**src/design/serial_alu_defs.svh**
```systemverilog
// word, nibble and apb address widths plus the register offsets of the serial alu
`ifndef SERIAL_ALU_DEFS_SVH
`define SERIAL_ALU_DEFS_SVH

// operand and result width
`define WORD_W 32

// one alu step works on a single nibble
`define NIB_W 4
`define NIB_CNT 8
`define NIB_IDX_W 3

// apb address width
`define APB_AW 5

// register offsets
`define REG_OP_A 5'h00
`define REG_OP_B 5'h04
`define REG_CTRL 5'h08
`define REG_STATUS 5'h0C
`define REG_RESULT 5'h10

`endif

```
**src/design/alu_types_pkg.sv**
```systemverilog
// data word, nibble, nibble index and command types of the alu datapath
`default_nettype none

`include "serial_alu_defs.svh"

package alu_types_pkg;

    // full operand or result word
    typedef logic [`WORD_W-1:0] word_t;

    // one slice handled by the alu in a single clock
    typedef logic [`NIB_W-1:0] nibble_t;

    // position of the nibble being processed
    typedef logic [`NIB_IDX_W-1:0] nib_idx_t;

    // command codes as written to CTRL
    // values 5 to 7 are undefined
    typedef enum logic [2:0] {
        ADD    = 3'd0,
        SUB    = 3'd1,
        AND_OP = 3'd2,
        XOR_OP = 3'd3,
        RSHFT  = 3'd4
    } alu_cmd_t;

endpackage

`default_nettype wire

```
**src/design/regmap_pkg.sv**
```systemverilog
// apb address, status register and apb slave state types
`default_nettype none

`include "serial_alu_defs.svh"

package regmap_pkg;

    typedef logic [`APB_AW-1:0] apb_addr_t;

    // status register contents
    typedef logic [1:0] status_t;

    // bit positions inside status_t
    localparam int STAT_BUSY  = 0;
    localparam int STAT_CARRY = 1;

    // bus phase taken by the slave in the previous cycle
    typedef enum logic [1:0] {
        IDLE,
        SETUP,
        ACCESS
    } apb_state_t;

endpackage

`default_nettype wire

```
**src/design/nibble_bus_if.sv**
```systemverilog
// interface for one nibble step between the sequencer and the 4-bit alu
`default_nettype none

interface nibble_bus_if import alu_types_pkg::*; ();

    // request side, driven by the sequencer
    alu_cmd_t cmd;
    nibble_t  d1;
    nibble_t  d2;
    logic     carry_in;

    // answer side, driven by the alu
    nibble_t  res;
    logic     carry_out;

    modport seq (
        output cmd, d1, d2, carry_in,
        input  res, carry_out
    );

    modport alu (
        input  cmd, d1, d2, carry_in,
        output res, carry_out
    );

endinterface

`default_nettype wire

```
**src/design/nibble_alu.sv**
```systemverilog
// combinational 4-bit alu that computes one nibble of a serial operation
`default_nettype none

`include "serial_alu_defs.svh"

module nibble_alu import alu_types_pkg::*; (
    nibble_bus_if.alu bus
);

    // second adder input, inverted for subtraction
    nibble_t          addend;
    // nibble sum with its carry in the top bit
    logic [`NIB_W:0]  sum;

    // one adder serves both ADD and SUB
    always_comb begin
        if (bus.cmd == SUB) begin
            addend = ~bus.d2;
        end else begin
            addend = bus.d2;
        end
    end

    assign sum = {1'b0, bus.d1} + {1'b0, addend} + {{`NIB_W{1'b0}}, bus.carry_in};

    always_comb begin
        bus.res       = '0;
        bus.carry_out = 1'b0;
        case (bus.cmd)
            ADD, SUB: begin
                bus.res       = sum[`NIB_W-1:0];
                bus.carry_out = sum[`NIB_W];
            end
            AND_OP: begin
                bus.res = bus.d1 & bus.d2;
            end
            XOR_OP: begin
                bus.res = bus.d1 ^ bus.d2;
            end
            RSHFT: begin
                // shift-in bit comes from the next higher nibble
                bus.res = {bus.carry_in, bus.d1[`NIB_W-1:1]};
            end
            default: begin
                bus.res       = '0;
                bus.carry_out = 1'b0;
            end
        endcase
    end

endmodule

`default_nettype wire

```
**src/design/nibble_sequencer.sv**
```systemverilog
// nibble counter, operand select, result insert and carry register of the serial alu
`default_nettype none

`include "serial_alu_defs.svh"

module nibble_sequencer import alu_types_pkg::*; (
    input  logic      clk,
    input  logic      rst,
    input  logic      start,
    input  alu_cmd_t  cmd,
    input  word_t     op_a,
    input  word_t     op_b,
    output logic      busy,
    output word_t     result,
    output logic      carry,
    nibble_bus_if.seq alu
);

    // highest nibble index, also the last value of the step count
    localparam nib_idx_t LAST_IDX = nib_idx_t'(`NIB_CNT - 1);

    // nibble currently on the bus
    nib_idx_t idx_q;
    // number of nibbles already done
    nib_idx_t step_q;

    // right shift walks from the msb nibble down to the lsb nibble
    logic     reverse;
    nib_idx_t idx_next;
    logic     carry_next;
    logic     last_step;

    assign reverse = (cmd == RSHFT);

    // operand nibble select
    assign alu.cmd      = cmd;
    assign alu.d1       = op_a[idx_q * `NIB_W +: `NIB_W];
    assign alu.d2       = op_b[idx_q * `NIB_W +: `NIB_W];
    assign alu.carry_in = carry;

    // index walks up for the arithmetic and bitwise commands
    always_comb begin
        if (reverse) begin
            idx_next = idx_q - 1'b1;
        end else begin
            idx_next = idx_q + 1'b1;
        end
    end

    // for a shift the dropped bit feeds the next lower nibble
    always_comb begin
        if (reverse) begin
            carry_next = alu.d1[0];
        end else begin
            carry_next = alu.carry_out;
        end
    end

    assign last_step = (step_q == LAST_IDX);

    // control state and carry
    always_ff @(posedge clk) begin
        if (rst) begin
            busy   <= 1'b0;
            idx_q  <= '0;
            step_q <= '0;
            carry  <= 1'b0;
        end else if (start) begin
            busy   <= 1'b1;
            step_q <= '0;
            if (reverse) begin
                idx_q <= LAST_IDX;
            end else begin
                idx_q <= '0;
            end
            // subtraction adds the inverted operand plus one
            carry <= (cmd == SUB);
        end else if (busy) begin
            idx_q  <= idx_next;
            step_q <= step_q + 1'b1;
            carry  <= carry_next;
            if (last_step) begin
                busy <= 1'b0;
            end
        end
    end

    // result nibble insert at the current index
    always_ff @(posedge clk) begin
        if (rst) begin
            result <= '0;
        end else if (busy) begin
            result[idx_q * `NIB_W +: `NIB_W] <= alu.res;
        end
    end

endmodule

`default_nettype wire

```
**src/design/apb_alu_regs.sv**
```systemverilog
// apb slave with operand, control, status and result registers of the serial alu
`default_nettype none

`include "serial_alu_defs.svh"

module apb_alu_regs
    import alu_types_pkg::*;
    import regmap_pkg::*;
(
    input  logic      clk,
    input  logic      rst,
    input  apb_addr_t paddr,
    input  logic      psel,
    input  logic      penable,
    input  logic      pwrite,
    input  word_t     pwdata,
    output word_t     prdata,
    output logic      pready,
    output logic      pslverr,
    output logic      start,
    output alu_cmd_t  cmd,
    output word_t     op_a,
    output word_t     op_b,
    input  logic      busy,
    input  word_t     result,
    input  logic      carry
);

    apb_state_t state_q;
    apb_state_t state_d;

    logic    xfer;
    logic    engine_busy;
    logic    rd_wait;
    logic    addr_known;
    logic    writable;
    logic    cmd_bad;
    logic    err;
    logic    wr_ok;
    word_t   rdata;
    status_t status;

    // an access phase counts only after a setup phase was taken
    assign xfer = psel && penable && (state_q != IDLE);

    // the start cycle already counts as busy
    assign engine_busy = busy || start;

    always_comb begin
        case (state_q)
            IDLE: begin
                state_d = (psel && !penable) ? SETUP : IDLE;
            end
            default: begin
                if (xfer && !pready) begin
                    state_d = ACCESS;
                end else if (psel && !penable) begin
                    state_d = SETUP;
                end else begin
                    state_d = IDLE;
                end
            end
        endcase
    end

    // RESULT reads stall until the operation ends
    assign rd_wait = xfer && !pwrite && (paddr == `REG_RESULT) && engine_busy;
    assign pready  = !rd_wait;

    always_comb begin
        status             = '0;
        status[STAT_BUSY]  = engine_busy;
        status[STAT_CARRY] = carry;
    end

    // read mux and address decode
    always_comb begin
        addr_known = 1'b1;
        rdata      = '0;
        case (paddr)
            `REG_OP_A:   rdata = op_a;
            `REG_OP_B:   rdata = op_b;
            `REG_CTRL:   rdata = word_t'(cmd);
            `REG_STATUS: rdata = word_t'(status);
            `REG_RESULT: rdata = result;
            default:     addr_known = 1'b0;
        endcase
    end

    // only codes of the command enum may start an operation
    always_comb begin
        cmd_bad = 1'b1;
        if (pwdata[`WORD_W-1:$bits(alu_cmd_t)] == '0) begin
            case (pwdata[$bits(alu_cmd_t)-1:0])
                ADD, SUB, AND_OP, XOR_OP, RSHFT: cmd_bad = 1'b0;
                default:                         cmd_bad = 1'b1;
            endcase
        end
    end

    assign writable = (paddr == `REG_OP_A) || (paddr == `REG_OP_B) || (paddr == `REG_CTRL);

    assign err = !addr_known
        || (pwrite && writable && engine_busy)
        || (pwrite && (paddr == `REG_CTRL) && cmd_bad);

    assign wr_ok   = xfer && pwrite && !err;
    assign pslverr = xfer && pready && err;
    assign prdata  = (xfer && pready && !pwrite) ? rdata : '0;

    always_ff @(posedge clk) begin
        if (rst) begin
            state_q <= IDLE;
            start   <= 1'b0;
            cmd     <= ADD;
            op_a    <= '0;
            op_b    <= '0;
        end else begin
            state_q <= state_d;
            start   <= wr_ok && (paddr == `REG_CTRL);
            if (wr_ok) begin
                case (paddr)
                    `REG_OP_A: op_a <= pwdata;
                    `REG_OP_B: op_b <= pwdata;
                    `REG_CTRL: cmd  <= alu_cmd_t'(pwdata[$bits(alu_cmd_t)-1:0]);
                    default:   ;
                endcase
            end
        end
    end

endmodule

`default_nettype wire

```
**src/design/serial_alu_top.sv**
```systemverilog
// top level of the apb nibble-serial alu with register block, sequencer and alu
`default_nettype none

module serial_alu_top
    import alu_types_pkg::*;
    import regmap_pkg::*;
(
    input  logic      clk,
    input  logic      rst,
    input  apb_addr_t paddr,
    input  logic      psel,
    input  logic      penable,
    input  logic      pwrite,
    input  word_t     pwdata,
    output word_t     prdata,
    output logic      pready,
    output logic      pslverr
);

    // register block to sequencer
    logic     start;
    alu_cmd_t cmd;
    word_t    op_a;
    word_t    op_b;

    // sequencer back to register block
    logic     busy;
    word_t    result;
    logic     carry;

    nibble_bus_if nib_bus ();

    apb_alu_regs u_regs (
        .clk     (clk),
        .rst     (rst),
        .paddr   (paddr),
        .psel    (psel),
        .penable (penable),
        .pwrite  (pwrite),
        .pwdata  (pwdata),
        .prdata  (prdata),
        .pready  (pready),
        .pslverr (pslverr),
        .start   (start),
        .cmd     (cmd),
        .op_a    (op_a),
        .op_b    (op_b),
        .busy    (busy),
        .result  (result),
        .carry   (carry)
    );

    nibble_sequencer u_seq (
        .clk    (clk),
        .rst    (rst),
        .start  (start),
        .cmd    (cmd),
        .op_a   (op_a),
        .op_b   (op_b),
        .busy   (busy),
        .result (result),
        .carry  (carry),
        .alu    (nib_bus.seq)
    );

    nibble_alu u_alu (
        .bus (nib_bus.alu)
    );

endmodule

`default_nettype wire

```
**config.mk**
```make
export PLATFORM = sky130hd
export DESIGN_NAME = serial_alu_top
export DESIGN_NICKNAME = d
export VERILOG_FILES = /design/src/design/alu_types_pkg.sv /design/src/design/regmap_pkg.sv /design/src/design/nibble_bus_if.sv /design/src/design/nibble_alu.sv /design/src/design/nibble_sequencer.sv /design/src/design/apb_alu_regs.sv /design/src/design/serial_alu_top.sv
export VERILOG_INCLUDE_DIRS = /design/src /design/src/design
export SDC_FILE = /design/constraint.sdc
export NUM_CORES = 1
export LEC_CHECK = 0
export BUFFER_PORTS_ARGS = -buffer_cell sky130_fd_sc_hd__buf_4
export CORE_MARGIN = 4
export CORE_UTILIZATION = 40
export CTS_CLUSTER_DIAMETER = 150
export DETAILED_ROUTE_END_ITERATION = 8
export PLACE_DENSITY = 0.61
export SYNTH_ARGS = -nofsm -noshare
export SYNTH_HDL_FRONTEND = slang
export SYNTH_SLANG_ARGS = --single-unit
```
**constraint.sdc**
```tcl
create_clock -name clk -period 8 [get_ports clk]
set_input_delay 0 -clock clk [delete_from_list [all_inputs] [get_ports clk]]
set_output_delay 0 -clock clk [all_outputs]
set_load 0.01 [all_outputs]
```
==> flow_summary.json <==
{
  "status": "finished clean",
  "cp-end-kind": "flop",
  "antenna_found_initial": 0,
  "hold_viol_final": 0,
  "place_congestion": 0.9383,
  "fin_area_mm2": 0.007396,
  "core.rowCount": 44,
  "fin_crit_sh_pct": 48.12,
  "crit_chain": "buf_4 -> mux4_2 -> nand2_1 -> nand2_1 -> xnor2_1 -> fa_1 -> fa_1 -> xnor2_1 -> nor2_1 -> a211oi_1 -> o21ai_0 -> a21oi_1",
  "pwr-share-seq_pct": 50.6,
  "final_util_pct": 50.13,
  "synth.top_cell.area_share_pct": 36.01,
  "p_int_uw": 827.4,
  "max_freq_mhz": 259.8,
  "fin_hold_ws_ns": 0.1305,
  "via_per_inst": 5.852,
  "dp.final_hpwl_um": 14270,
  "coreArea_mm2": 0.01475,
  "synthFlopType": "dfxtp_1",
  "p_leak_nw": 2.591,
  "rrSetupSlack_ns": 4.15,
  "path_max_fanout": 21,
  "slowest_delay_ns": 0.77,
  "area_delta_synth_final_pct": 20.95,
  "hp-class": "in -> reg",
  "vdd_drop_max_mv": 0.1369,
  "die_h_um": 131.6,
  "final_nets": 870,
  "yosysMostFrequentCell": "nand2_1",
  "slew_headroom_pct": 16.36,
  "drtAntennaViolNets": 0,
  "syn_area_mm2": 0.006115,
  "drc": 0,
  "num-fill-cells": 1417,
  "n_antenna_cell": 0,
  "grt_setup_unrepaired": "no",
  "async_flop_share_pct": 0,
  "start_kind": "flop",
  "yosysWarningCount": 0,
  "ys_seq_elements": 110,
  "synth-edff-count": 0,
  "powerDensity_mw_per_mm2": 146.3,
  "seq_area_mm2": 0.002202,
  "finalSetupViolCount": 0,
  "cts_root_buf": "clkbuf_16",
  "clk_latency_ns": 0.36,
  "wirelength_um": 19890,
  "cts_resized": 0,
  "worstHoldStart": "psel",
  "cap_viol_max_count": 0,
  "io_buffers": 75,
  "syn_nets": 800,
  "drt_iter0_markers": 603,
  "numCtsBuffers": 9,
  "syn_avg_cell_area_um2": 8.252,
  "clk_pin_slew_worst_paths_ns": 0.07,
  "final_max_slew_viol_count": 0,
  "r2r_cells": 12,
  "p_clk_share_pct": 43.7,
  "rr_startpoint": "u_seq.idx_q[0]",
  "layout-drive-gt1-share_pct": 19.49,
  "grt_max_degree": 116,
  "critical_path.top_delay_family": "compound AO/OA/AOI/OAI gates",
  "die_w_um": 131.6,
  "cts.sinks": 110,
  "dr.pass1.iters": 5,
  "dieArea_mm2": 0.01733,
  "routedWlPerCell_um": 19.89,
  "grt_pass1_wl_um": 31290,
  "pwr-share-comb_pct": 5.8,
  "yosysUniqueCellTypes": 54,
  "rr_endpoint": "u_seq.result[6]",
  "worst_pin_slew_ns": 1.252,
  "grtUsageTotal_pct": 22.45,
  "cp.arrival_ns": 4.12,
  "crit_type": "reg -> reg",
  "cts_tree": "yes",
  "grt_overflow": 0,
  "pin_count": 76,
  "netlist_instances": 741,
  "ys_top_cells_by_count": "126 x nand2_1, 110 x dfxtp_1, 81 x a21oi_1",
  "clock_skew_ns": 0.007530,
  "clock_path_buffers": 2,
  "min_to": "u_regs.state_q[1]",
  "place_area_mm2": 0.006730,
  "vias": 5852,
  "min_delay_path_depth": 4,
  "synth_area_leader_cell": "dfxtp_1",
  "initial_core_util_pct": 41.44,
  "timing.final.crit_period_ns": 3.849,
  "slowest_stage": "a211oi_1",
  "crit_buf_inv": 1,
  "switchingPower_uw": 254.6,
  "required_ns": 8.28,
  "sw_frac_of_total_pct": 23.53,
  "yosys-top-cells-area": "dfxtp_1 36%, nand2_1 7.7%, mux2_2 7.6%, a21oi_1 6.6%, a22oi_1 5.4%",
  "multi_input_area_mm2": 0.003637,
  "finalSetupTns_ns": 0,
  "htree_levels": 3,
  "first_global_vias": 5596,
  "ys_seq_area_share_pct": 36.01
}
layout make-up:
cell class                 count  share of cell area, %
clock inverter                 6                  1.032
tap                          184                  3.113
multi-input combinational    561                  49.18
clock buffer                  10                  3.096
sequential                   110                  29.77
inverter                      10                 0.5075
timing repair buffer         119                  13.30
cell families (layout without fill, tap and decap cells):
logic type               count (synthesis)  in the layout  share of synthesized area, %
flip-flops                             110            110                         36.01
buffers and inverters                   70            145                         4.747
multiplexers                            67             67                         13.91
XOR/XNOR                                 8              8                         1.146
AO/OA/AOI/OAI                          174            174                         18.13
adder cells (fa/ha/maj)                 17             17                         3.847
AND/OR/NAND/NOR                        295            295                         22.20
power groups by stage:
| stage | combinational, mW | clock (mW) | sequential [mW] |
|---|---|---|---|
| after floorplan | 0.0197 | 0 | 0.560 |
| after global placement | 0.0471 | 0 | 0.560 |
| after detailed placement | 0.0476 | 0 | 0.560 |
| after CTS | 0.0615 | 0.476 | 0.547 |
| after global routing | 0.0666 | 0.498 | 0.548 |
| final | 0.0623 | 0.472 | 0.547 |
how the worst max path moves through the flow:
stage / to / slack, ns / cells after the start / from
floorplan: u_seq.result[18] / 4.52 / 13 / u_seq.idx_q[0]
finish: u_seq.result[6] / 4.15 / 12 / u_seq.idx_q[0]
CTS: u_seq.result[6] / 4.14 / 12 / u_seq.idx_q[0]
global route: u_seq.result[6] / 3.85 / 12 / u_seq.idx_q[0]
global placement: u_seq.result[2] / 4.29 / 12 / u_seq.idx_q[0]
detailed placement: u_seq.result[6] / 4.17 / 12 / u_seq.idx_q[0]
layer usage:
layer,GRT usage [%],up-vias,share of wire (%)
li1,-,2785,-
met2,36.02,193,47
met1,31.10,2850,46
met3,4.128,24,5.9
met5,0,-,0
met4,6.184,0,1.5
registers in the layout, summed over array words and instances, names as in the netlist:
register            cells
u_seq.alu.carry_in      1
u_regs.start            1
u_seq.busy              1
u_seq.idx_q             3
u_regs.op_a            32
u_regs.state_q          2
u_seq.result           32
u_seq.step_q            3
u_regs.cmd              3
u_regs.op_b            32
worst reg2reg max path, cell delays in order (launching register included):
cell and delay, ns:
dfxtp_1 0.31, buf_4 0.30, mux4_2 0.57, nand2_1 0.08, nand2_1 0.10, xnor2_1 0.16, fa_1 0.44, fa_1 0.43
xnor2_1 0.15, nor2_1 0.05, a211oi_1 0.77, o21ai_0 0.22, a21oi_1 0.19
stage by stage:
step | total power, mW | setup slack (ns) | instances
2_1_floorplan | 0.5800 | 4.523 | 741
3_3_place_gp | 0.6075 | 4.286 | 948
3_5_place_dp | 0.6080 | 4.167 | 948
4_1_cts | 1.085 | 4.139 | 1000
5_1_grt | 1.112 | 3.851 | 1000
6_report | 1.082 | 4.151 | 1000
what timing repair did:
item	4_1_cts	5_1_grt
endpoints found under the hold margin	70	0
setup buffers	0	0
hold buffers	36	0
placed cells by master (no fill, tap or decap), types with 11 or more instances in the layout:
cell           instances
nand2_1              126
dfxtp_1              110
buf_4                 83
a21oi_1               81
nor2_1                76
a22oi_1               44
mux2_2                41
dlygate4sd3_1         36
nand3_1               35
ha_1                  14
mux2i_1               13
o21ai_0               11
Note: power is estimated with default switching activity, not from simulation.
